===== config.mk =====
export PLATFORM = sky130hd
export DESIGN_NAME = dcache_miss_unit_flat
export DESIGN_NICKNAME = d
export VERILOG_FILES = /design/src/design/dcache_cfg_pkg.sv /design/src/design/dcache_msg_pkg.sv /design/src/design/dcache_miss_if.sv /design/src/design/dcache_miss_unit.sv /design/src/flat_wrapper.sv
export VERILOG_INCLUDE_DIRS = /design/src /design/src/design
export SDC_FILE = /design/constraint.sdc
export NUM_CORES = 1
export LEC_CHECK = 0
export BUFFER_PORTS_ARGS = -buffer_cell sky130_fd_sc_hd__buf_2
export CAP_MARGIN = 25
export CORE_AREA = 5 5 151 153
export CTS_CLUSTER_SIZE = 16
export DETAILED_ROUTE_END_ITERATION = 8
export DIE_AREA = 0 0 156 158
export MAX_ROUTING_LAYER = met4
export PLACE_DENSITY = 0.66
export SLEW_MARGIN = 40
export SYNTH_ARGS = -nofsm -noshare
export SYNTH_HDL_FRONTEND = slang
export SYNTH_SLANG_ARGS = --single-unit

===== constraint.sdc =====
create_clock -name clk_i -period 2.7 [get_ports clk_i]
set_input_delay 0.405 -clock clk_i [delete_from_list [all_inputs] [get_ports clk_i]]
set_output_delay 0.405 -clock clk_i [all_outputs]
set_load 0.05 [all_outputs]

===== src/design/dcache_defines.svh =====
`ifndef DCACHE_DEFINES_SVH
`define DCACHE_DEFINES_SVH

// cache geometry
// 2-way set associative, 16 sets, 16 byte lines

// physical address and data word widths
`define DC_PLEN   32
`define DC_WORD_W 32

// address split, tag | index | offset
`define DC_OFF_W  4
`define DC_IDX_W  4
`define DC_TAG_W  24

// associativity
`define DC_WAYS   2

`endif


===== src/design/dcache_cfg_pkg.sv =====
`include "dcache_defines.svh"

package dcache_cfg_pkg;

  // address layout
  typedef logic [`DC_PLEN-1:0]  paddr_t;
  typedef logic [`DC_TAG_W-1:0] tag_t;
  typedef logic [`DC_IDX_W-1:0] idx_t;
  typedef logic [`DC_OFF_W-1:0] off_t;

  // data widths, one line is all bytes of the offset range
  typedef logic [`DC_WORD_W-1:0]       word_t;
  typedef logic [(8<<`DC_OFF_W)-1:0]   line_t;

  // one bit per way
  // valid bits and one-hot hit vector
  typedef logic [`DC_WAYS-1:0] way_vec_t;

endpackage


===== src/design/dcache_msg_pkg.sv =====
package dcache_msg_pkg;

  // read controller states
  typedef enum logic [2:0] {
    IDLE,
    READ,
    MISS_REQ,
    MISS_WAIT,
    KILL_MISS,
    KILL_MISS_ACK,
    REPLAY_REQ,
    REPLAY_READ
  } rd_state_e;

  // size of a miss transaction
  // single word for I/O or disabled cache, full line otherwise
  typedef enum logic {
    MISS_WORD,
    MISS_LINE
  } miss_size_t;

endpackage


===== src/design/dcache_miss_if.sv =====
`timescale 1ns/1ps

interface dcache_miss_if
  import dcache_cfg_pkg::*;
();

  // miss request, held until ack
  logic     miss_req;
  paddr_t   miss_paddr;
  logic     miss_nc;
  // valid bits of the missed set, for victim choice
  way_vec_t miss_vld_bits;
  // single cycle ack
  logic     miss_ack;
  // one return pulse per acked miss, killed or not
  logic     miss_rtrn_vld;
  word_t    miss_rtrn_word;

  modport ctrl (output miss_req, miss_paddr, miss_nc, miss_vld_bits,
                input  miss_ack, miss_rtrn_vld, miss_rtrn_word);
  modport miss (input  miss_req, miss_paddr, miss_nc, miss_vld_bits,
                output miss_ack, miss_rtrn_vld, miss_rtrn_word);

endinterface


===== src/design/dcache_miss_unit.sv =====
`timescale 1ns/1ps
`include "dcache_defines.svh"

module dcache_miss_unit
  import dcache_cfg_pkg::*;
  import dcache_msg_pkg::*;
(
  input  logic     clk_i,
  input  logic     rst_ni,
  dcache_miss_if.miss miss,
  // refill port of the arrays
  output logic     refill_we_o,
  output idx_t     refill_idx_o,
  output way_vec_t refill_way_o,
  output tag_t     refill_tag_o,
  output line_t    refill_line_o,
  // external memory
  output logic     mem_req_o,
  output paddr_t   mem_addr_o,
  output logic     mem_nc_o,
  input  logic     mem_ack_i,
  input  logic     mem_rvalid_i,
  input  line_t    mem_rdata_i
);

  localparam int unsigned WORD_OFF_W = $clog2(`DC_WORD_W / 8);

  typedef enum logic [1:0] {
    MU_IDLE,
    MU_MEM_REQ,
    MU_MEM_WAIT
  } mu_state_e;
  mu_state_e state_d, state_q;

  paddr_t     paddr_q;
  miss_size_t size_q;
  way_vec_t   way_q;
  way_vec_t   victim;
  line_t      line_q;
  logic       rtrn_q;
  logic [(1<<`DC_IDX_W)-1:0]       rr_q;
  logic [`DC_OFF_W-WORD_OFF_W-1:0] wsel;
  idx_t       miss_idx;

  assign miss_idx = miss.miss_paddr[`DC_OFF_W +: `DC_IDX_W];
  assign wsel     = paddr_q[`DC_OFF_W-1:WORD_OFF_W];

  // first invalid way wins, else the round-robin bit
  always_comb begin
    victim = way_vec_t'(1) << rr_q[miss_idx];
    for (int w = `DC_WAYS - 1; w >= 0; w--) begin
      if (!miss.miss_vld_bits[w]) begin
        victim = way_vec_t'(1) << w;
      end
    end
  end

  //////////////////////////////
  // request sequencer
  //////////////////////////////

  always_comb begin
    state_d       = state_q;
    miss.miss_ack = 1'b0;
    mem_req_o     = 1'b0;
    unique case (state_q)
      // ack in the first cycle of miss_req
      MU_IDLE: begin
        if (miss.miss_req) begin
          miss.miss_ack = 1'b1;
          state_d       = MU_MEM_REQ;
        end
      end
      MU_MEM_REQ: begin
        mem_req_o = 1'b1;
        if (mem_ack_i) begin
          state_d = MU_MEM_WAIT;
        end
      end
      MU_MEM_WAIT: begin
        if (mem_rvalid_i) begin
          state_d = MU_IDLE;
        end
      end
      default: begin
        state_d = MU_IDLE;
      end
    endcase
  end

  always_ff @(posedge clk_i or negedge rst_ni) begin
    if (!rst_ni) begin
      state_q <= MU_IDLE;
      rtrn_q  <= 1'b0;
      size_q  <= MISS_LINE;
      rr_q    <= '0;
    end else begin
      state_q <= state_d;
      // return one cycle after the memory data
      rtrn_q  <= (state_q == MU_MEM_WAIT) && mem_rvalid_i;
      if (miss.miss_ack) begin
        size_q <= miss.miss_nc ? MISS_WORD : MISS_LINE;
        // full set replaced by round-robin, flip its bit
        if (!miss.miss_nc && (&miss.miss_vld_bits)) begin
          rr_q[miss_idx] <= ~rr_q[miss_idx];
        end
      end
    end
  end

  always_ff @(posedge clk_i) begin
    if (miss.miss_ack) begin
      paddr_q <= miss.miss_paddr;
      way_q   <= victim;
    end
    if (mem_rvalid_i) begin
      line_q <= mem_rdata_i;
    end
  end

  // line aligned for a refill, word aligned for I/O
  assign mem_addr_o = (size_q == MISS_LINE) ?
                      {paddr_q[`DC_PLEN-1:`DC_OFF_W], {`DC_OFF_W{1'b0}}} :
                      {paddr_q[`DC_PLEN-1:WORD_OFF_W], {WORD_OFF_W{1'b0}}};
  assign mem_nc_o   = (size_q == MISS_WORD);

  // no allocation for single words
  assign refill_we_o   = rtrn_q && (size_q == MISS_LINE);
  assign refill_idx_o  = paddr_q[`DC_OFF_W +: `DC_IDX_W];
  assign refill_tag_o  = paddr_q[`DC_PLEN-1 -: `DC_TAG_W];
  assign refill_way_o  = way_q;
  assign refill_line_o = line_q;

  assign miss.miss_rtrn_vld  = rtrn_q;
  // I/O word sits in the low bits
  assign miss.miss_rtrn_word = (size_q == MISS_WORD) ? line_q[`DC_WORD_W-1:0] :
                               line_q[wsel*`DC_WORD_W +: `DC_WORD_W];

endmodule


===== src/flat_wrapper.sv =====
// flat-port wrapper written by rule: the top's interface ports become plain ports
module dcache_miss_unit_flat import dcache_cfg_pkg::*; import dcache_msg_pkg::*;
  (clk_i, rst_ni, refill_we_o, refill_idx_o, refill_way_o, refill_tag_o, refill_line_o, mem_req_o, mem_addr_o, mem_nc_o, mem_ack_i, mem_rvalid_i, mem_rdata_i, miss_miss_req, miss_miss_paddr, miss_miss_nc, miss_miss_vld_bits, miss_miss_ack, miss_miss_rtrn_vld, miss_miss_rtrn_word);
  dcache_miss_if miss_i ();
  input  logic clk_i;
  input  logic rst_ni;
  output logic refill_we_o;
  output idx_t refill_idx_o;
  output way_vec_t refill_way_o;
  output tag_t refill_tag_o;
  output line_t refill_line_o;
  output logic mem_req_o;
  output paddr_t mem_addr_o;
  output logic mem_nc_o;
  input  logic mem_ack_i;
  input  logic mem_rvalid_i;
  input  line_t mem_rdata_i;
  input wire logic [$bits(miss_i.miss_req)-1:0] miss_miss_req;
  input wire logic [$bits(miss_i.miss_paddr)-1:0] miss_miss_paddr;
  input wire logic [$bits(miss_i.miss_nc)-1:0] miss_miss_nc;
  input wire logic [$bits(miss_i.miss_vld_bits)-1:0] miss_miss_vld_bits;
  output wire logic [$bits(miss_i.miss_ack)-1:0] miss_miss_ack;
  output wire logic [$bits(miss_i.miss_rtrn_vld)-1:0] miss_miss_rtrn_vld;
  output wire logic [$bits(miss_i.miss_rtrn_word)-1:0] miss_miss_rtrn_word;
  assign miss_i.miss_req = miss_miss_req;
  assign miss_i.miss_paddr = miss_miss_paddr;
  assign miss_i.miss_nc = miss_miss_nc;
  assign miss_i.miss_vld_bits = miss_miss_vld_bits;
  assign miss_miss_ack = miss_i.miss_ack;
  assign miss_miss_rtrn_vld = miss_i.miss_rtrn_vld;
  assign miss_miss_rtrn_word = miss_i.miss_rtrn_word;
  dcache_miss_unit u_core (.clk_i(clk_i), .rst_ni(rst_ni), .miss(miss_i), .refill_we_o(refill_we_o), .refill_idx_o(refill_idx_o), .refill_way_o(refill_way_o), .refill_tag_o(refill_tag_o), .refill_line_o(refill_line_o), .mem_req_o(mem_req_o), .mem_addr_o(mem_addr_o), .mem_nc_o(mem_nc_o), .mem_ack_i(mem_ack_i), .mem_rvalid_i(mem_rvalid_i), .mem_rdata_i(mem_rdata_i));
endmodule

==> results.cfg <==
[critical_path]
worst-setup-path-type = reg2out
ff2ff_path_depth = 4
critPathLaunchType = flop
arrival_ns = 2.11
reg2reg_slack_ns = 0.57
r2r_end = u_core.rr_q[7]
end_kind = output pin
worstPathRequired_ns = 2.30
worstPathMaxFanout = 22
rr_startpoint = u_core.state_q[1]

[power]
p_seq_frac = 0.352
swShare = 0.413
clock_power_share = 0.274
p_total_mw = 10.3
power_density_mw_per_mm2 = 1030
ir_worst_vdd_uv = 416
p_int_mw = 6.07
leakagePower_nw = 4.30
p_comb_frac = 0.374
p_sw_mw = 4.27

[die]
die_width_um = 156
initial_core_util = 0.347
io_pins = 395
die_area_mm2 = 0.0246
core_mm2 = 0.0214
die_h_um = 158
rows = 54

[clock_network]
clkTransAtPathRegs_ns = 0.07
clockBufferDepth = 2
clock_latency_ns = 0.42
clock-sinks = 180
cts_tree = yes
postCtsSetupRepairBufs = 0
htree_levels = 4
root_buffer = clkbuf_16
numCtsBuffers = 17

[synth]
synth_warnings = 0
syn_area_per_cell_um2 = 15.7
synth-edff-count = 160
ys_async_sr_fraction = 0.111
synth_ff_type = edfxtp_1
yosysSeqAreaShare = 0.713
synth-seq-cells = 180
syn-cell-area_mm2 = 0.00744
synth.distinct_cells = 32
syn_inst = 475

[global_route]
grt_usage = 0.176
grt_start_max_net_pins = 44
grt_pass1_wl_mm = 31.8
grt_pass1_vias = 5526
grt-ovfl-total = 0
antenna_found_initial = 3

[finish]
drive_above_1_share = 0.592
fin_nets = 982
areaGrowthSynthToFinish_pct = 34.6
fill_cells = 1958

[route]
drt-initial-drc-count = 405
drc = 0
wl_per_cell_um = 20.2
drtPass1Iterations = 5
totalWireLength_mm = 22.4
final_antenna_net_count = 0
viasPerCell = 4.83
vias = 5360

[sta]
slew_headroom = 0.654
max_freq_mhz = 398
hold_ws_ns = 0.152
finalCritPeriodShare = 0.930
finalSetupViolCount = 0
clock_skew_ns = 0.00821
period_needed_ns = 2.51
hold_viol_final = 0
rsz0062_at_grt = no
tns_ns = 0
tightest_slew_ns = 0.518
slew_viol_final = 0

[status]
status = finished, final reports clean

[worst_hold_path]
holdPathStages = 1
hold_start = mem_rdata_i[86]
whs_endpoint = u_core.refill_line_o[86]
hold_class = in2reg

[placed_design]
place_congestion = 0.881
io_buffers = 390
dp_hpwl_mm = 17.0

[job]
maxCapViolations = 0
power groups by stage:
| stage | Combinational (mW) | Clock [mW] | Sequential [mW] |
|---|---|---|---|
| floorplan | 2.53 | 0 | 4.19 |
| global placement | 3.88 | 0 | 3.68 |
| detailed placement | 3.89 | 0 | 3.69 |
| CTS | 3.90 | 2.91 | 3.64 |
| global route | 4.05 | 3.04 | 3.67 |
| finish | 3.86 | 2.84 | 3.63 |
what timing repair did:
action | 4_1_cts | 5_1_grt
hold buffers | 1 | 0
endpoints found under the setup margin | 0 | 0
hold endpoints to repair | 19 | 0
resized for setup | 0 | 0
sequential cells by signal, summed over array words and instances, names as in the netlist:
register	flops
u_core.refill_line_o	128
u_core.paddr_q	30
u_core.rr_q	16
u_core.refill_way_o	2
u_core.state_q	2
u_core.miss.miss_rtrn_vld	1
u_core.size_q	1
logic make-up (layout without fill, tap and decap cells):
logic type | after synthesis | after routing | share of synthesized area
AO/OA/AOI/OAI | 104 | 104 | 0.0815
flip-flops | 180 | 180 | 0.713
AND/OR/NAND/NOR | 39 | 39 | 0.0304
buffers and inverters | 91 | 441 | 0.0802
multiplexers | 60 | 60 | 0.0943
other | 1 | 5 | 0.000504
cells in the mapped netlist, types with 2 or more instances:
| cell type | count | area (um^2) |
|---|---|---|
| a21oi_1 | 33 | 165 |
| and2_1 | 2 | 12.5 |
| buf_1 | 3 | 11.3 |
| buf_2 | 2 | 10.0 |
| buf_4 | 59 | 443 |
| buf_6 | 2 | 22.5 |
| clkbuf_1 | 18 | 67.6 |
| dfrtp_1 | 19 | 475 |
| edfxtp_1 | 160 | 4800 |
| inv_1 | 6 | 22.5 |
| mux2_1 | 4 | 45.0 |
| mux2_2 | 47 | 529 |
| mux2i_1 | 6 | 60.1 |
| mux4_2 | 3 | 67.6 |
| nand2_1 | 15 | 56.3 |
| nand2b_1 | 2 | 12.5 |
| nand3_1 | 3 | 15.0 |
| nor2_1 | 4 | 15.0 |
| nor2b_1 | 5 | 31.3 |
| nor4_2 | 3 | 37.5 |
| o21ai_0 | 5 | 25.0 |
| o22ai_1 | 64 | 400 |
worst max path at each step:
stage / start / end / cells past startpoint
after global placement: miss_miss_req / u_core.rr_q[7] / 5
final: u_core.size_q / miss_miss_rtrn_word[20] / 5
after floorplan: u_core.paddr_q[3] / miss_miss_rtrn_word[10] / 5
after global routing: u_core.size_q / miss_miss_rtrn_word[13] / 5
after detailed placement: miss_miss_req / u_core.rr_q[3] / 5
after CTS: u_core.size_q / miss_miss_rtrn_word[20] / 5
critical path, cell delays in order, from the launching register on:
cell and delay (ns):
dfstp_2 0.77, nand2_1 0.14, buf_4 0.27, o22ai_1 0.14, a21oi_1 0.12, buf_2 0.23
placed cells by master, fill, tap and decap left out, drive strengths merged, types with 2 or more instances in the layout:
cell type  Yosys  routed
a21oi         33      33
and2           2       2
buf           67     403
bufinv         0       6
clkbuf        18      18
clkinvlp       0       2
conb           1       2
dfrtp         19      19
diode          0       3
edfxtp       160     160
inv            6      10
mux2          51      51
mux2i          6       6
mux4           3       3
nand2         15      15
nand2b         2       2
nand3          3       3
nor2           4       4
nor2b          5       5
nor4           3       3
o21ai          5       5
o22ai         64      64
layout make-up:
cell class / instances / area [um^2] / area share
diodes: 3 / 7.51 / 0.000749
clock buffers: 18 / 429 / 0.0428
clock inverters: 13 / 246 / 0.0246
inverters: 6 / 22.5 / 0.00225
multi-input cells: 205 / 1540 / 0.154
flip-flops and latches: 180 / 5310 / 0.530
well taps: 280 / 350 / 0.0350
repair buffers: 404 / 2110 / 0.211
through the flow:
stage | cells | setup slack (ns) | util | area, um^2
6_report | 1109 | 0.189 | 0.468 | 10000
3_5_place_dp | 1074 | 0.533 | 0.435 | 9320
3_3_place_gp | 1074 | 0.548 | 0.435 | 9320
5_1_grt | 1109 | 0.0557 | 0.468 | 10000
2_1_floorplan | 476 | 0.213 | - | 7450
4_1_cts | 1106 | 0.140 | 0.467 | 10000
routing by layer:
metal | vias to the layer above | global-route usage | share of wire
li1 | 2462 | - | -
met3 | 37 | 0.0470 | 0.086
met1 | 2566 | 0.208 | 0.38
met4 | 0 | 0.0667 | 0.023
met2 | 295 | 0.290 | 0.52
met5 | - | - | 0
Note: power is estimated with default switching activity, not from simulation.
