$ cat src/design/dcache_defines.svh
`ifndef DCACHE_DEFINES_SVH
`define DCACHE_DEFINES_SVH

// cache geometry
// 2-way set associative, 16 sets, 16 byte lines

// physical address and data word widths
`define DC_PLEN   32
`define DC_WORD_W 32

// address split, tag | index | offset
`define DC_OFF_W  4
`define DC_IDX_W  4
`define DC_TAG_W  24

// associativity
`define DC_WAYS   2

`endif

$ cat src/design/dcache_cfg_pkg.sv
`include "dcache_defines.svh"

package dcache_cfg_pkg;

  // address layout
  typedef logic [`DC_PLEN-1:0]  paddr_t;
  typedef logic [`DC_TAG_W-1:0] tag_t;
  typedef logic [`DC_IDX_W-1:0] idx_t;
  typedef logic [`DC_OFF_W-1:0] off_t;

  // data widths, one line is all bytes of the offset range
  typedef logic [`DC_WORD_W-1:0]       word_t;
  typedef logic [(8<<`DC_OFF_W)-1:0]   line_t;

  // one bit per way
  // valid bits and one-hot hit vector
  typedef logic [`DC_WAYS-1:0] way_vec_t;

endpackage

$ cat src/design/dcache_msg_pkg.sv
package dcache_msg_pkg;

  // read controller states
  typedef enum logic [2:0] {
    IDLE,
    READ,
    MISS_REQ,
    MISS_WAIT,
    KILL_MISS,
    KILL_MISS_ACK,
    REPLAY_REQ,
    REPLAY_READ
  } rd_state_e;

  // size of a miss transaction
  // single word for I/O or disabled cache, full line otherwise
  typedef enum logic {
    MISS_WORD,
    MISS_LINE
  } miss_size_t;

endpackage

$ cat src/design/dcache_arr_if.sv
`timescale 1ns/1ps

interface dcache_arr_if
  import dcache_cfg_pkg::*;
();

  // read request, index and offset now, tag one cycle later
  logic     rd_req;
  idx_t     rd_idx;
  off_t     rd_off;
  tag_t     rd_tag;
  // array response
  logic     rd_ack;
  word_t    rd_data;
  way_vec_t rd_vld_bits;
  way_vec_t rd_hit_oh;
  // refill write owns the arrays this cycle
  logic     wr_cl_vld;

  modport ctrl (output rd_req, rd_idx, rd_off, rd_tag,
                input  rd_ack, rd_data, rd_vld_bits, rd_hit_oh, wr_cl_vld);
  modport mem  (input  rd_req, rd_idx, rd_off, rd_tag,
                output rd_ack, rd_data, rd_vld_bits, rd_hit_oh, wr_cl_vld);

endinterface

$ cat src/design/dcache_miss_if.sv
`timescale 1ns/1ps

interface dcache_miss_if
  import dcache_cfg_pkg::*;
();

  // miss request, held until ack
  logic     miss_req;
  paddr_t   miss_paddr;
  logic     miss_nc;
  // valid bits of the missed set, for victim choice
  way_vec_t miss_vld_bits;
  // single cycle ack
  logic     miss_ack;
  // one return pulse per acked miss, killed or not
  logic     miss_rtrn_vld;
  word_t    miss_rtrn_word;

  modport ctrl (output miss_req, miss_paddr, miss_nc, miss_vld_bits,
                input  miss_ack, miss_rtrn_vld, miss_rtrn_word);
  modport miss (input  miss_req, miss_paddr, miss_nc, miss_vld_bits,
                output miss_ack, miss_rtrn_vld, miss_rtrn_word);

endinterface

$ cat src/design/dcache_rd_ctrl.sv
`timescale 1ns/1ps
`include "dcache_defines.svh"

module dcache_rd_ctrl
  import dcache_cfg_pkg::*;
  import dcache_msg_pkg::*;
(
  input  logic                          clk_i,
  input  logic                          rst_ni,
  input  logic                          cache_en_i,
  output logic                          busy_o,
  // core side
  input  logic                          req_i,
  input  logic [`DC_IDX_W+`DC_OFF_W-1:0] index_i,
  input  tag_t                          tag_i,
  input  logic                          tag_valid_i,
  input  logic                          kill_i,
  output logic                          gnt_o,
  output logic                          rvalid_o,
  output word_t                         rdata_o,
  // arrays and miss unit
  dcache_arr_if.ctrl                    arr,
  dcache_miss_if.ctrl                   miss
);

  rd_state_e state_d, state_q;

  tag_t     tag_d, tag_q;
  idx_t     idx_d, idx_q;
  off_t     off_d, off_q;
  way_vec_t vld_d, vld_q;
  logic     save_tag;
  logic     rd_req;
  logic     rd_req_q;
  logic     rd_ack_q;
  logic     acc_nc;

  //////////////////////////////
  // address capture
  //////////////////////////////

  // index and offset on grant, tag with tag_valid
  assign idx_d = gnt_o ? index_i[`DC_IDX_W+`DC_OFF_W-1:`DC_OFF_W] : idx_q;
  assign off_d = gnt_o ? index_i[`DC_OFF_W-1:0] : off_q;
  assign tag_d = save_tag ? tag_i : tag_q;
  // way valid bits of the last read
  assign vld_d = rd_req_q ? arr.rd_vld_bits : vld_q;

  assign arr.rd_req = rd_req;
  assign arr.rd_idx = idx_d;
  assign arr.rd_off = off_d;
  assign arr.rd_tag = tag_d;

  // I/O space is bit 31, the tag msb
  assign acc_nc = ~cache_en_i | tag_d[`DC_TAG_W-1];

  assign miss.miss_paddr    = {tag_q, idx_q, off_q};
  assign miss.miss_nc       = ~cache_en_i | tag_q[`DC_TAG_W-1];
  assign miss.miss_vld_bits = vld_q;

  assign busy_o  = (state_q != IDLE);
  // word from the miss unit at the end of a miss, else array word
  assign rdata_o = (state_q == MISS_WAIT) ? miss.miss_rtrn_word : arr.rd_data;

  //////////////////////////////
  // FSM
  //////////////////////////////

  always_comb begin
    state_d       = state_q;
    save_tag      = 1'b0;
    rd_req        = 1'b0;
    miss.miss_req = 1'b0;
    rvalid_o      = 1'b0;
    gnt_o         = 1'b0;

    unique case (state_q)
      IDLE: begin
        if (req_i) begin
          rd_req = 1'b1;
          if (arr.rd_ack) begin
            gnt_o   = 1'b1;
            state_d = READ;
          end
        end
      end
      // hit check, non-cacheable goes the miss way
      READ, REPLAY_READ: begin
        rd_req = 1'b1;
        if (kill_i) begin
          rvalid_o = 1'b1;
          state_d  = IDLE;
        end else if (tag_valid_i || state_q == REPLAY_READ) begin
          save_tag = (state_q != REPLAY_READ);
          // refill stole the array in or before this read
          if (arr.wr_cl_vld || !rd_ack_q) begin
            state_d = REPLAY_REQ;
          end else if ((|arr.rd_hit_oh) && !acc_nc) begin
            rvalid_o = 1'b1;
            state_d  = IDLE;
            // back to back grant
            if (req_i && arr.rd_ack) begin
              gnt_o   = 1'b1;
              state_d = READ;
            end
          end else begin
            state_d = MISS_REQ;
          end
        end
      end
      MISS_REQ: begin
        miss.miss_req = 1'b1;
        if (kill_i) begin
          rvalid_o = 1'b1;
          state_d  = miss.miss_ack ? KILL_MISS : KILL_MISS_ACK;
        end else if (miss.miss_ack) begin
          state_d = MISS_WAIT;
        end
      end
      MISS_WAIT: begin
        if (kill_i) begin
          rvalid_o = 1'b1;
          state_d  = miss.miss_rtrn_vld ? IDLE : KILL_MISS;
        end else if (miss.miss_rtrn_vld) begin
          rvalid_o = 1'b1;
          state_d  = IDLE;
        end
      end
      REPLAY_REQ: begin
        rd_req = 1'b1;
        if (kill_i) begin
          rvalid_o = 1'b1;
          state_d  = IDLE;
        end else if (arr.rd_ack) begin
          state_d = REPLAY_READ;
        end
      end
      // killed before ack, request still held
      KILL_MISS_ACK: begin
        miss.miss_req = 1'b1;
        if (miss.miss_ack) begin
          state_d = KILL_MISS;
        end
      end
      // wait out the memory transaction
      KILL_MISS: begin
        if (miss.miss_rtrn_vld) begin
          state_d = IDLE;
        end
      end
      default: begin
        state_d = IDLE;
      end
    endcase
  end

  //////////////////////////////
  // registers
  //////////////////////////////

  always_ff @(posedge clk_i or negedge rst_ni) begin
    if (!rst_ni) begin
      state_q  <= IDLE;
      rd_req_q <= 1'b0;
      rd_ack_q <= 1'b0;
    end else begin
      state_q  <= state_d;
      rd_req_q <= rd_req;
      rd_ack_q <= arr.rd_ack;
    end
  end

  // address and valid bits
  always_ff @(posedge clk_i) begin
    tag_q <= tag_d;
    idx_q <= idx_d;
    off_q <= off_d;
    vld_q <= vld_d;
  end

endmodule

$ cat src/flat_wrapper.sv
// flat-port wrapper written by rule: the top's interface ports become plain ports
module dcache_rd_ctrl_flat import dcache_cfg_pkg::*; import dcache_msg_pkg::*;
  (clk_i, rst_ni, cache_en_i, busy_o, req_i, index_i, tag_i, tag_valid_i, kill_i, gnt_o, rvalid_o, rdata_o, arr_rd_req, arr_rd_idx, arr_rd_off, arr_rd_tag, arr_rd_ack, arr_rd_data, arr_rd_vld_bits, arr_rd_hit_oh, arr_wr_cl_vld, miss_miss_req, miss_miss_paddr, miss_miss_nc, miss_miss_vld_bits, miss_miss_ack, miss_miss_rtrn_vld, miss_miss_rtrn_word);
  dcache_arr_if arr_i ();
  dcache_miss_if miss_i ();
  input  logic clk_i;
  input  logic rst_ni;
  input  logic cache_en_i;
  output logic busy_o;
  input  logic req_i;
  input  logic [`DC_IDX_W+`DC_OFF_W-1:0] index_i;
  input  tag_t tag_i;
  input  logic tag_valid_i;
  input  logic kill_i;
  output logic gnt_o;
  output logic rvalid_o;
  output word_t rdata_o;
  output wire logic [$bits(arr_i.rd_req)-1:0] arr_rd_req;
  output wire logic [$bits(arr_i.rd_idx)-1:0] arr_rd_idx;
  output wire logic [$bits(arr_i.rd_off)-1:0] arr_rd_off;
  output wire logic [$bits(arr_i.rd_tag)-1:0] arr_rd_tag;
  input wire logic [$bits(arr_i.rd_ack)-1:0] arr_rd_ack;
  input wire logic [$bits(arr_i.rd_data)-1:0] arr_rd_data;
  input wire logic [$bits(arr_i.rd_vld_bits)-1:0] arr_rd_vld_bits;
  input wire logic [$bits(arr_i.rd_hit_oh)-1:0] arr_rd_hit_oh;
  input wire logic [$bits(arr_i.wr_cl_vld)-1:0] arr_wr_cl_vld;
  output wire logic [$bits(miss_i.miss_req)-1:0] miss_miss_req;
  output wire logic [$bits(miss_i.miss_paddr)-1:0] miss_miss_paddr;
  output wire logic [$bits(miss_i.miss_nc)-1:0] miss_miss_nc;
  output wire logic [$bits(miss_i.miss_vld_bits)-1:0] miss_miss_vld_bits;
  input wire logic [$bits(miss_i.miss_ack)-1:0] miss_miss_ack;
  input wire logic [$bits(miss_i.miss_rtrn_vld)-1:0] miss_miss_rtrn_vld;
  input wire logic [$bits(miss_i.miss_rtrn_word)-1:0] miss_miss_rtrn_word;
  assign arr_rd_req = arr_i.rd_req;
  assign arr_rd_idx = arr_i.rd_idx;
  assign arr_rd_off = arr_i.rd_off;
  assign arr_rd_tag = arr_i.rd_tag;
  assign arr_i.rd_ack = arr_rd_ack;
  assign arr_i.rd_data = arr_rd_data;
  assign arr_i.rd_vld_bits = arr_rd_vld_bits;
  assign arr_i.rd_hit_oh = arr_rd_hit_oh;
  assign arr_i.wr_cl_vld = arr_wr_cl_vld;
  assign miss_miss_req = miss_i.miss_req;
  assign miss_miss_paddr = miss_i.miss_paddr;
  assign miss_miss_nc = miss_i.miss_nc;
  assign miss_miss_vld_bits = miss_i.miss_vld_bits;
  assign miss_i.miss_ack = miss_miss_ack;
  assign miss_i.miss_rtrn_vld = miss_miss_rtrn_vld;
  assign miss_i.miss_rtrn_word = miss_miss_rtrn_word;
  dcache_rd_ctrl u_core (.clk_i(clk_i), .rst_ni(rst_ni), .cache_en_i(cache_en_i), .busy_o(busy_o), .req_i(req_i), .index_i(index_i), .tag_i(tag_i), .tag_valid_i(tag_valid_i), .kill_i(kill_i), .gnt_o(gnt_o), .rvalid_o(rvalid_o), .rdata_o(rdata_o), .arr(arr_i), .miss(miss_i));
endmodule
$ cat config.mk
export PLATFORM = sky130hd
export DESIGN_NAME = dcache_rd_ctrl_flat
export DESIGN_NICKNAME = d
export VERILOG_FILES = /design/src/design/dcache_cfg_pkg.sv /design/src/design/dcache_msg_pkg.sv /design/src/design/dcache_arr_if.sv /design/src/design/dcache_miss_if.sv /design/src/design/dcache_rd_ctrl.sv /design/src/flat_wrapper.sv
export VERILOG_INCLUDE_DIRS = /design/src /design/src/design
export SDC_FILE = /design/constraint.sdc
export NUM_CORES = 1
export LEC_CHECK = 0
export BUFFER_PORTS_ARGS = -buffer_cell sky130_fd_sc_hd__buf_2
export CAP_MARGIN = 20
export CORE_ASPECT_RATIO = 1.25
export CORE_MARGIN = 10
export CORE_UTILIZATION = 35
export CTS_CLUSTER_DIAMETER = 30
export DETAILED_ROUTE_END_ITERATION = 10
export PLACE_DENSITY = 0.91
export RECOVER_POWER = 50
export REMOVE_ABC_BUFFERS = 1
export SLEW_MARGIN = 5
export SYNTH_ARGS = -nofsm -noshare
export SYNTH_HDL_FRONTEND = slang
export SYNTH_SLANG_ARGS = --single-unit
$ cat constraint.sdc
create_clock -name clk_i -period 2 [get_ports clk_i]
set_input_delay 0 -clock clk_i [delete_from_list [all_inputs] [get_ports clk_i]]
set_output_delay 0 -clock clk_i [all_outputs]
set_load 0.005 [all_outputs]
==> results.md, run 1 <==
- The run finished, with violations left.
- The final reports fail on setup timing.
- The worst slack on hold paths is 22.12 ps.
- The xor/xnor cell area share of the yosys netlist is 0%.
- The CTS buffer count is 5.
- Synthesis produced 174 cells.
- Multiplexer cells account for 37.01% of the synthesized area.
- Yosys printed 0 warnings.
- The core region is 5443 sq um.
- The cell with the most instances after synthesis is sky130_fd_sc_hd__mux2_2.
- Of all flip-flops after synthesis, the portion carrying an async set or reset was 12.82%.
- The cell total after placement is 448.
- The count of maximum capacitance violations is 0.
- Fill cells in the final layout number 420.
- In this run the core area contains 30 standard-cell rows.
- The count of antenna diodes in the layout is 0.
- On the worst path, the slowest cell contributes a delay of 440 ps.
- The H-tree was split into 2 levels.
- Internal power comes to 2.914 mW.
- The number of cells in the finished layout apart from fillers is approximately 500.
- STA classifies the critical path startpoint as a flop.
- The top cell type by total area after synthesis is sky130_fd_sc_hd__mux2_2.
- The initial antenna violation count is 0.
- Setup slack on the critical path of the routed design comes to -166.6 ps.
- The critical-path maximum fanout is 5.
- Input and output buffers added on the ports amount to ~210.
- The combined area of the multi-input logic cells is 1134 sq um.
- The kind of cell adding the most delay to the critical path is compound AO/OA/AOI/OAI gates.
- The post-synthesis cell type count is 33.
- The post-synthesis simple-gate area fraction is 8.999%.
- The number of enable flip-flop cells after synthesis is 2.
- The clock network is responsible for between 10% and 20% of the overall power.
- STA classifies the critical path endpoint as an output port.
- The synthesized design devotes to its leading area cell type 36.50% of total area.
- The die is 104.0 microns tall.
- The synthesized-area fraction occupied by adder cells is 0%.
- Setup violations remaining at the end of the flow were counted as 8.
- In the final routed layout, each cell accounts on average for just over 20 microns.
- The first TritonRoute pass finished after 4 iterations.
- The final critical path time including I/O delays and setup is between 2000 and 2500 ps.
- The power density relative to cell area is between 1000 and 1500 nW/um^2.
- The number of remaining DRC errors is 0.
- The fraction of power consumed by combinational cells is 56.6%.
- The all-layer global routing usage is 20.60%.
- The number of hold-slack violations in the final timing report is 0.
- The overall overflow remaining after global route is 0.
- In this run switching power makes up 37.41% of total power.
- Timing would allow up to approximately 460 MHz.
- The critical path contains buffers and inverters numbering 3 combined.
- After routing, the total negative slack on setup checks comes to -1233 ps.
- The critical path data required time is 2000 ps.
- The area added between synthesis and finish is 89.48%.
- For this run, the share of the core covered by cells in the final layout is 68.74%.
- Sequential cells account for a little under a third of the total power.
- Dividing the synthesized area by the synthesized cell count gives around 11 sq um.
- Once placement finished, the instance area stood at 3141 sq um.
- The wire length of the first global-routing pass is 14840 microns.
- The fraction of layout instances using a drive strength above 1 is 62.99%.
- For this block, the initial DRC count from the detailed router was 75.
- Ranked by total cell area, the synthesized netlist is headed by sky130_fd_sc_hd__mux2_2, sky130_fd_sc_hd__dfxtp_1, sky130_fd_sc_hd__dfrtp_1.
- After routing the design area is 3741 sq um.
- Clock tree synthesis found a total of 39 sinks.
- The area of the mapped netlist is slightly below 2000 sq um.
- The sequential standard cell area is 827.0 sq um.
- The final clock skew is 8.793 ps.
- Walking the worst path, the cells encountered are nor3b_4, a41oi_2, o31ai_4, buf_6, buf_12, mux2_4, buf_6.
- The remaining max-slew budget at the tightest pin is 76.02%.
- In the finished design, the share of the clock period the worst path needs comes to 108.3%.
- The final number of max-transition violations is 0.
- Across the VDD grid, the largest voltage drop is ~0.48 mV.
- For the pin with the worst max-slew slack, the measured transition is 358.2 ps.
- The clock passes through at most 2 buffers.
- For this design the static power due to leakage is between 1.5 and 2 nW.
- The number of gates on the worst path with buffers counted is 7.
- After synthesis, flip-flops and latches occupy 41.83% of the total area.
- In this run the power spent charging and discharging nets is 1.742 mW.
- Summing the areas of all compound-gate instances in the mapped netlist gives a little under a tenth of the synthesized area.
- The total I/O pin count is 214.
- Sorting the synthesized cells by how often they occur yields sky130_fd_sc_hd__mux2_2, sky130_fd_sc_hd__dfxtp_1, sky130_fd_sc_hd__o21ai_0.
- The die covers 9065 sq um.
- The class of the most critical hold timing path is in2reg.
- Once the floorplan was initialized, standard cells occupied approximately 36% of the core.
- The number of cells on the worst reg-to-reg path is 6.
- The largest family of logic cells by synthesized area is multiplexers.
- After clock tree synthesis, the clock-pin slew on the worst setup and hold paths is 70 ps.
- Counting stages on the worst path, the most repeated cell is sky130_fd_sc_hd__buf_6.
- Setup repair after global routing could not meet its margin everywhere.
- The via count of the first global-routing pass is between 2000 and 3000.
- The setup path with the least slack is of type reg2out.
- The number of storage elements in the synthesis netlist is 39.
- The via count of the routed design is 2460.
- The vias per cell is 4.930.
- The congestion estimate from routability-driven global placement came to 0.8357.
- In the synthesized netlist the dominant register cell turns out to be sky130_fd_sc_hd__dfxtp_1.
- At the later pin of the worst-skew pair, clock insertion delay measures ~290 ps.
- Power comes to 4.656 mW.
- The width of the die is 87.18 microns.
- Entering global routing, the biggest net connects 33 pins.
- Counting instances, the worst hold path has a depth of 3.
- Among all stages on the critical path, the largest delay is contributed by sky130_fd_sc_hd__dfrtp_2.
- The cell chosen for the clock root is sky130_fd_sc_hd__clkbuf_8.
- The routed design has 10350 microns of wire.
- The final net count is around 540.
- The detailed placer's ending HPWL is 7830 microns.
- The arrival time of data at the critical path endpoint is 2170 ps.
- Prior to clock tree synthesis, the placed netlist has a worst setup slack of 75.41 ps.
- TritonCTS built the clock tree.
- In this run the remaining antenna-violating nets after routing total 0.
## worst reg2reg max path: stages, from the launching register on
cell                      delay (ps)
sky130_fd_sc_hd__dfrtp_2         440
sky130_fd_sc_hd__nor3b_4         260
sky130_fd_sc_hd__a41oi_2         200
sky130_fd_sc_hd__o31ai_4         280
sky130_fd_sc_hd__buf_6           150
sky130_fd_sc_hd__buf_12          120
sky130_fd_sc_hd__mux2_4          310
## final timing paths
path                                         from                      endpoint  slack, ps
worst max-delay path            u_core.state_q[2]                 arr_rd_off[3]       -170
worst min-delay path                    tag_i[23]              u_core.tag_q[23]         20
worst min register to register    u_core.rd_req_q  u_core.miss.miss_vld_bits[0]        500
min in group asynchronous                  rst_ni               u_core.rd_ack_q        110
max in group asynchronous                  rst_ni             u_core.state_q[2]       1640
worst max register to register  u_core.state_q[2]               u_core.off_q[3]        130
## registers in the layout, summed over array words and instances (netlist names)
name                       count
u_core.miss.miss_vld_bits      2
u_core.tag_q                  24
u_core.state_q                 3
u_core.rd_ack_q                1
u_core.idx_q                   4
u_core.off_q                   4
u_core.rd_req_q                1
## cells by family (layout without fill, tap and decap cells)
family,count (synthesis),in the layout
muxes,65,65
DFF,39,39
AOI/OAI and AO/OA,25,25
and+or+nand+nor,31,31
buffers and inverters,14,275
## cell type report
type / instances / area share, %
Tap cell: 64 / 2.140
Inverter: 4 / 0.4013
Clock buffer: 6 / 2.508
Sequential cell: 39 / 22.11
Multi-Input combinational cell: 121 / 30.30
Timing Repair Buffer: 263 / 42.17
Clock inverter: 2 / 0.3679
## routing by layer
metal | track usage, % | routed length [microns] | vias up
met5 | 0 | 0 | -
met4 | 5.023 | 188 | 0
met3 | 11.60 | 1359 | 15
met2 | 38.40 | 5406 | 162
met1 | 18.05 | 3391 | 1130
li1 | - | - | 1153
## layout by cell type (no fill, tap or decap), types with 2 or more instances in the layout
cell,netlist,layout
sky130_fd_sc_hd__edfxtp_1,2,2
sky130_fd_sc_hd__nor2_2,0,2
sky130_fd_sc_hd__dlygate4sd3_1,0,35
sky130_fd_sc_hd__o21ai_0,10,10
sky130_fd_sc_hd__mux2_2,64,56
sky130_fd_sc_hd__nand2_1,4,4
sky130_fd_sc_hd__buf_2,3,169
sky130_fd_sc_hd__buf_6,0,11
sky130_fd_sc_hd__nand3_1,4,4
sky130_fd_sc_hd__nand2b_1,3,3
sky130_fd_sc_hd__dfxtp_1,32,32
sky130_fd_sc_hd__clkbuf_8,0,5
sky130_fd_sc_hd__nor3b_1,3,3
sky130_fd_sc_hd__o211ai_1,3,3
sky130_fd_sc_hd__clkbuf_1,6,36
sky130_fd_sc_hd__nor2_1,9,7
sky130_fd_sc_hd__buf_4,1,10
sky130_fd_sc_hd__a21oi_1,4,4
sky130_fd_sc_hd__mux2_4,0,8
sky130_fd_sc_hd__inv_1,4,4
sky130_fd_sc_hd__dfrtp_1,5,4
## timing repair
| action | 4_1_cts | 5_1_grt |
|---|---|---|
| resized for setup | 7 | 20 |
| hold buffers | 35 | 0 |
| setup endpoints to repair | 8 | 57 |
| cloned | 1 | 0 |
| setup buffers | 6 | 1 |
| pin swaps | 4 | 3 |
| endpoints found under the hold margin | 39 | 0 |
## power groups by stage
stage	clock, mW	sequential (mW)	combinational [mW]
final	0.604	1.42	2.64
after global routing	0.645	1.45	2.86
after CTS	0.623	1.39	2.46
after detailed placement	0	1.41	2.29
after global placement	0	1.38	2.21
after floorplan	0	1.47	0.927
Power figures use the tool's default switching activity.
==> inputs of run 2 (changes only) <==
--- a/config.mk
+++ b/config.mk
@@ -14,7 +14,6 @@
 export CTS_CLUSTER_DIAMETER = 30
 export DETAILED_ROUTE_END_ITERATION = 10
 export PLACE_DENSITY = 0.91
-export RECOVER_POWER = 50
 export REMOVE_ABC_BUFFERS = 1
 export SLEW_MARGIN = 5
 export SYNTH_ARGS = -nofsm -noshare
==> results.md, run 2 (synthesis results as in run 1) <==
- The pin slew with the least headroom to its limit is 356.4 ps (-1.714 ps).
- The final antenna-violating net count is 0 (unchanged).
- The vias per cell is 4.924 (-0.12%).
- The via count of the routed design was 2457 (-0.12%).
- The all-layer global routing usage is 20.60% (unchanged).
- The final clock skew was 9.502 ps (+0.7093 ps).
- The number of detailed-route iterations in the first pass is 4 (unchanged).
- The final-layout fill cell count is 403 (-4.0%).
- The placed standard-cell area is 3141 sq um (unchanged).
- The count of maximum capacitance violations is 0 (unchanged).
- The run finished, with violations left.
- The final number of max-transition violations is 0 (unchanged).
- The worst hold path belongs to the class in2reg.
- The H-tree depth reported by CTS is 2 (unchanged).
- The routability congestion estimate from global placement is 0.8357 (unchanged).
- The largest registers in the layout are u_core.tag_q: 24 flops, u_core.idx_q: 4 flops, u_core.off_q: 4 flops.
- The number of sinks handled by clock tree synthesis is 39 (unchanged).
- The detailed placer's ending HPWL came to 7830 microns (unchanged).
- The number of flip-flops in the largest register was 24 (unchanged).
- The count of antenna diodes in the layout came to 0 (unchanged).
- The area of the core is 5443 sq um (unchanged).
- The highest achievable clock rate was 461.2 MHz (about the same).
- The period utilization was 108.4% (about the same).
- The CTS tree is built.
- The worst IR drop on VDD is 0.4827 mV (+1.1%).
- The sequential standard cell area is 827.0 sq um (unchanged).
- The overall overflow remaining after global route is 0 (unchanged).
- The die area is 9065 sq um (unchanged).
- The register with the most flip-flops is u_core.tag_q.
- The average detailed-routed wire length per instance is 20.60 microns (-0.64%).
- The worst setup path is captured at an output port.
- The critical path data required time was 2000 ps (about the same).
- The total of buffers placed on input and output ports came to 213 (unchanged).
- The height of the die is 104.0 microns (unchanged).
- The arrival time of data at the critical path endpoint is 2170 ps (about the same).
- The setup violation total in the final timing report is 8 (unchanged).
- The starting density of the core is 36.28% (unchanged).
- In this run the clock root is driven by a sky130_fd_sc_hd__clkbuf_8.
- The area added between synthesis and finish is 91.89%.
- The wire length reported by the detailed router was 10280 microns (-0.64%).
- The clock transition at the registers of the reported paths is 70 ps (about the same).
- The CTS buffer count is 5 (unchanged).
- The number of remaining DRC errors is 0 (unchanged).
- The final net count is 544 (unchanged).
- The post-route cell area is 3789 sq um (+1.3%).
- The fraction of layout instances using a drive strength above 1 was 71.49% (+8.5 points).
- The most common cell after layout, fill and taps aside is sky130_fd_sc_hd__buf_2.
- The smallest setup slack after layout is -168.2 ps (-1.549 ps).
- The worst slack on hold paths is 19.67 ps (-2.445 ps).
- The power density relative to cell area is 1250 nW/um^2 (+0.46%).
- The maximum number of pins on one net before global-route repair is 33 (unchanged).
- The via count of the first global-routing pass is 2702 (unchanged).
- The width of the die came to 87.18 microns (unchanged).
- The source-to-sink clock delay at the later pin of the worst-skew pair is 290 ps (about the same).
- Setup repair after global routing could not meet its margin everywhere.
- The total I/O pin count is 214 (unchanged).
- The critical path's most frequent cell is sky130_fd_sc_hd__buf_6.
- For this design, the slowest cell found on the critical path is sky130_fd_sc_hd__dfrtp_2.
- The register-to-register setup slack is 130 ps (about the same).
- The wire length of the first global-routing pass is 14840 microns (unchanged).
- In the layout the commonest cells are sky130_fd_sc_hd__buf_2, sky130_fd_sc_hd__mux2_2, sky130_fd_sc_hd__dlygate4sd3_1.
- The path type of the worst setup path is reg2out.
- The maximum clock path buffer count is 2 (unchanged).
- The initial antenna violation count is 0 (unchanged).
- The combined area of the multi-input logic cells is 1136 sq um (+0.22%).
- The delay contributed by the slowest stage of the critical path came to 440 ps (about the same).
- STA classifies the critical path startpoint as a flop.
- The number of hold-slack violations in the final timing report is 0 (unchanged).
- The critical-path maximum fanout is 5 (unchanged).
- The checks that failed: setup timing.
- The core utilization of the finished layout was 69.61% (+0.87 points).
- The final critical path time including I/O delays and setup is 2168 ps (+1.549 ps).
- The leakage power of the design is 1.952 nW (+5.8%).
- The row count is 30 (unchanged).
- The remaining max-slew budget at the tightest pin came to 76.13% (+0.11 points).
- The signal on the critical path passes through nor3b_4, a41oi_2, o31ai_4, buf_6, buf_12, mux2_4, buf_6.
- The detailed router's first-iteration violation count is 76 (+1.3%).
## run 2: what timing repair did
item,4_1_cts,5_1_grt
hold buffers,35,0
buffers inserted,6,1
pin swaps,4,3
hold endpoints to repair,39,0
gates cloned,1,0
setup endpoints to repair,8,57
resized for setup,7,20
## run 2: path summary, 6_finish.rpt
path                                        start                            to  depth (start not counted)
worst max register to register  u_core.state_q[2]               u_core.off_q[3]                          6
max in group asynchronous                  rst_ni             u_core.state_q[2]                          2
worst min register to register    u_core.rd_req_q  u_core.miss.miss_vld_bits[0]                          0
worst max-delay path            u_core.state_q[2]                 arr_rd_off[3]                          7
min in group asynchronous                  rst_ni               u_core.rd_ack_q                          2
worst min-delay path                    tag_i[23]              u_core.tag_q[23]                          3
## run 2: final cells by class
type / count / area share, %
well taps: 64 / 2.114
multi-input cells: 121 / 29.99
clock inverters: 2 / 0.3633
flip-flops and latches: 39 / 21.83
repair buffers: 263 / 42.83
clock buffers: 6 / 2.477
inverters: 4 / 0.3963
## run 2: metal layers
layer | vias up | wire [microns] | GRT usage, %
met1 | 1119 | 3327 | 18.05
met5 | - | 0 | 0
met2 | 169 | 5400 | 38.40
met4 | 0 | 184 | 5.023
met3 | 15 | 1367 | 11.60
li1 | 1154 | - | -
## run 2: worst max-delay path, delay by kind of cell, from the launching register on
kind / cells / cell delay, ps
compound gates: 2 / 480
flops: 1 / 440
buf+inv: 3 / 390
mux: 1 / 310
simple gates: 1 / 260
## run 2: power by group
part | internal [mW] | switching (mW)
registers | 1.19 | 0.219
clock network | 0.321 | 0.283
logic | 1.50 | 1.23
total | 3.00 | 1.73
## run 2: per-stage QoR
stage | setup slack [ps] | TNS, ps | total power [mW] | cells
5_1_grt | -279.4 | -2152 | 5.043 | 499
3_3_place_gp | 127.6 | 0 | 3.589 | 448
3_5_place_dp | 75.41 | 0 | 3.699 | 448
4_1_cts | -124.9 | -965.5 | 4.480 | 498
6_report | -168.2 | -1242 | 4.736 | 499
2_1_floorplan | 0.3475 | 0 | 2.393 | 164
==> inputs of run 3 (changes only) <==
--- a/config.mk
+++ b/config.mk
@@ -6,14 +6,15 @@
 export SDC_FILE = /design/constraint.sdc
 export NUM_CORES = 1
 export LEC_CHECK = 0
-export BUFFER_PORTS_ARGS = -buffer_cell sky130_fd_sc_hd__buf_2
+export ABC_AREA = 1
 export CAP_MARGIN = 20
 export CORE_ASPECT_RATIO = 1.25
 export CORE_MARGIN = 10
-export CORE_UTILIZATION = 35
+export CORE_UTILIZATION = 46
 export CTS_CLUSTER_DIAMETER = 30
 export DETAILED_ROUTE_END_ITERATION = 10
-export PLACE_DENSITY = 0.91
+export DONT_BUFFER_PORTS = 1
+export PLACE_DENSITY = 0.71
 export REMOVE_ABC_BUFFERS = 1
 export SLEW_MARGIN = 5
 export SYNTH_ARGS = -nofsm -noshare
==> results.md, run 3 <==
- The final net count is 431 (-21%).
- The via count of the routed design came to 2090 (-15%).
- The wire length of the first global-routing pass is 12800 microns (-14%).
- The area of the core is 4392 sq um (-19%).
- The average cell area after synthesis was 7.435 sq um (-34%).
- The sequential standard cell area came to 828.3 sq um (+0.15%).
- The maximum clock path buffer count came to 2 (unchanged).
- The fraction of layout instances using a drive strength above 1 is 18.01% (-53 points).
- The post-synthesis cell type count is 28 (-15%).
- The share of flip-flops with an asynchronous set or reset is 12.82% (unchanged).
- The final antenna-violating net count is 0 (unchanged).
- The critical path's most frequent cell is sky130_fd_sc_hd__nand2_1.
- The number of detailed-route iterations in the first pass came to 5 (+1).
- The number of storage elements in the synthesis netlist is 39 (unchanged).
- The smallest setup slack after layout was 128.2 ps (+296.4 ps).
- The CTS buffer count came to 5 (unchanged).
- The total of warnings raised by yosys was 0 (unchanged).
- Counting flops per register, the top entry is u_core.tag_q.
- The worst IR drop on VDD is 0.4425 mV (-8.3%).
- The cell chosen for the clock root is sky130_fd_sc_hd__clkbuf_8.
- The vias per cell came to 5.486 (+11%).
- The total I/O pin count was 214 (unchanged).
- The total of buffers placed on input and output ports is 0 (-100%).
- The width of the die is 80.07 microns (-8.2%).
- The final number of max-transition violations is 0 (unchanged).
- The number of remaining DRC errors was 0 (unchanged).
- The worst setup path is launched from a flop.
- The count of maximum capacitance violations came to 0 (unchanged).
- The area share of the leading cell type in the synthesized netlist came to 30.88% (-5.6 points).
- Ranked by instance count, the synthesized netlist is headed by sky130_fd_sc_hd__nand2_1, sky130_fd_sc_hd__dfxtp_1, sky130_fd_sc_hd__mux2_2.
- The post-synthesis sequential area ratio is 39.81% (-2.0 points).
- The highest achievable clock rate is 534.3 MHz (+16%).
- The critical path in this run is classified as reg2out.
- The area added between synthesis and finish is 27.74%.
- The all-layer global routing usage is 21.82% (+1.2 points).
- The via count of the first global-routing pass came to 2157 (-20%).
- The routability congestion estimate from global placement is 0.8132 (-2.7%).
- The detailed router's first-iteration violation count was 146 (+92%).
- The initial antenna violation count came to 0 (unchanged).
- The clock transition at the registers of the reported paths is 80 ps (about the same).
- The height of the die is 95.08 microns (-8.6%).
- The critical-path maximum fanout is 6 (+1).
- The source-to-sink clock delay at the later pin of the worst-skew pair is 290 ps (about the same).
- The average detailed-routed wire length per instance is 24.22 microns (+18%).
- The post-route setup TNS is 0 ps (+1242 ps).
- The number of hold-slack violations in the final timing report is 0 (unchanged).
- The maximum number of pins on one net before global-route repair is 34 (+3.0%).
- The worst setup path is captured at an output port.
- In the layout the commonest cells are sky130_fd_sc_hd__nand2_1, sky130_fd_sc_hd__dlygate4sd3_1, sky130_fd_sc_hd__dfxtp_1.
- The number of flip-flops in the largest register is 24 (unchanged).
- The signal on the critical path passes through inv_2, nand3_2, nand2_4, nand2_1, nor2_4, nand4_4, nand2_4, nand2_1, nand2_1.
- The predominant post-synthesis flop cell is sky130_fd_sc_hd__dfxtp_1.
- The H-tree depth reported by CTS is 2 (unchanged).
- The setup violation total in the final timing report is 0 (-8).
- The combined area of the multi-input logic cells was 1140 sq um (+0.33%).
- The die area came to 7613 sq um (-16%).
- The leakage power of the design was 1.288 nW (-34%).
- The cell with the most instances after synthesis is sky130_fd_sc_hd__nand2_1.
- The final-layout fill cell count is 352 (-13%).
- The largest registers in the layout are u_core.tag_q: 24 flops, u_core.idx_q: 4 flops, u_core.off_q: 4 flops.
- The period utilization came to 93.59% (-15 points).
- The starting density of the core came to 47.24% (+11 points).
- The final clock skew was 13.66 ps (+4.156 ps).
- The pin slew with the least headroom to its limit is 305.8 ps (-50.64 ps).
- The worst slack on hold paths is 17.32 ps (-2.352 ps).
- The wire length reported by the detailed router is 9226 microns (-10%).
- The run finished with clean final reports.
- The overall overflow remaining after global route was 0 (unchanged).
- The final critical path time including I/O delays and setup is 1872 ps (-296.4 ps).
- After synthesis, the cell types taking the most area are sky130_fd_sc_hd__dfxtp_1, sky130_fd_sc_hd__nand2_1, sky130_fd_sc_hd__mux2_2.
- The worst hold path belongs to the class in2async.
- The library cell used most frequently in the layout, excluding fill and tap cells, is sky130_fd_sc_hd__nand2_1.
- The detailed placer's ending HPWL is 7014 microns (-10%).
- The pre-CTS setup slack is 312.1 ps (+236.7 ps).
- The CTS tree is built.
- The arrival time of data at the critical path endpoint came to 1870 ps (-300 ps).
- The delay contributed by the slowest stage of the critical path is 450 ps (about the same).
- The number of sinks handled by clock tree synthesis came to 39 (unchanged).
- The power density relative to cell area was 1404 nW/um^2 (+12%).
- The critical path data required time is 2000 ps (about the same).
- The core utilization of the finished layout is 60.34% (-9.3 points).
- The top cell type by total area after synthesis is sky130_fd_sc_hd__dfxtp_1.
- The number of enable flip-flop cells after synthesis is 2 (unchanged).
- The slowest stage of the critical path is the sky130_fd_sc_hd__dfrtp_1 cell.
- The register-to-register setup slack was 340 ps (+210 ps).
- The row count was 27 (-10%).
- The remaining max-slew budget at the tightest pin is 79.40% (+3.3 points).
- The synthesized netlist cell count was 279 (+60%).
- The area of the mapped netlist is 2074 sq um (+5.1%).
run 3: cell type report:
cell class	instances	area share (%)
Sequential cell	39	31.26
Clock buffer	6	3.541
Tap cell	58	2.738
Inverter	17	2.408
Antenna cell	1	0.09443
Clock inverter	2	0.5194
Multi-Input combinational cell	214	43.01
Timing Repair Buffer	44	16.43
run 3: path summary, 6_finish.rpt:
check | start | end | cells past startpoint
setup reg to reg | u_core.state_q[1] | u_core.idx_q[1] | 9
setup / recovery | u_core.state_q[1] | arr_rd_idx[1] | 9
min in group clk_i | kill_i | u_core.state_q[0] | 3
hold reg to reg | u_core.rd_req_q | u_core.miss.miss_vld_bits[1] | 0
hold / removal | rst_ni | u_core.rd_ack_q | 1
max in group asynchronous | rst_ni | u_core.state_q[0] | 1
run 3: metrics by stage:
| stage | cell area [sq um] | total power [mW] | instances |
|---|---|---|---|
| 2_1_floorplan | 2006 | 2.499 | 268 |
| 3_3_place_gp | 2141 | 2.991 | 332 |
| 3_5_place_dp | 2141 | 3.015 | 332 |
| 4_1_cts | 2619 | 3.662 | 377 |
| 5_1_grt | 2648 | 3.972 | 380 |
| 6_report | 2650 | 3.720 | 381 |
run 3: layer usage:
layer / share of wire (%) / vias up / GRT usage, %
met5: 0 / - / 0
met4: 1.8 / 0 / 5.441
met3: 13 / 15 / 9.793
met2: 54 / 188 / 42.69
met1: 32 / 913 / 19.61
li1: - / 974 / -
run 3: worst max-delay path, delay by kind of cell, from the launching register on:
family | cells | cell delay, ps
simple gates | 8 | 990
flops | 1 | 450
buf+inv | 1 | 130
run 3: timing repair:
item	CTS	global route
resized for setup	0	2
buffers inserted	0	1
endpoints found under the hold margin	41	0
hold buffers	37	0
endpoints found under the setup margin	0	8
run 3: kinds of logic (layout without fill, tap and decap cells):
logic type	after synthesis	count (layout)	synth area share, %
buffers and inverters	28	69	6.393
AOI/OAI and AO/OA	12	12	3.378
DFF	39	39	39.81
and+or+nand+nor	177	179	37.94
muxes	23	23	12.48
other	0	1	0
run 3: report_power, final:
group | internal [mW] | switching, mW | leakage (nW) | total [mW]
clock | 0.321 | 0.290 | 0.0563 | 0.611
combinational | 0.575 | 0.978 | 0.884 | 1.55
sequential | 1.19 | 0.370 | 0.348 | 1.56
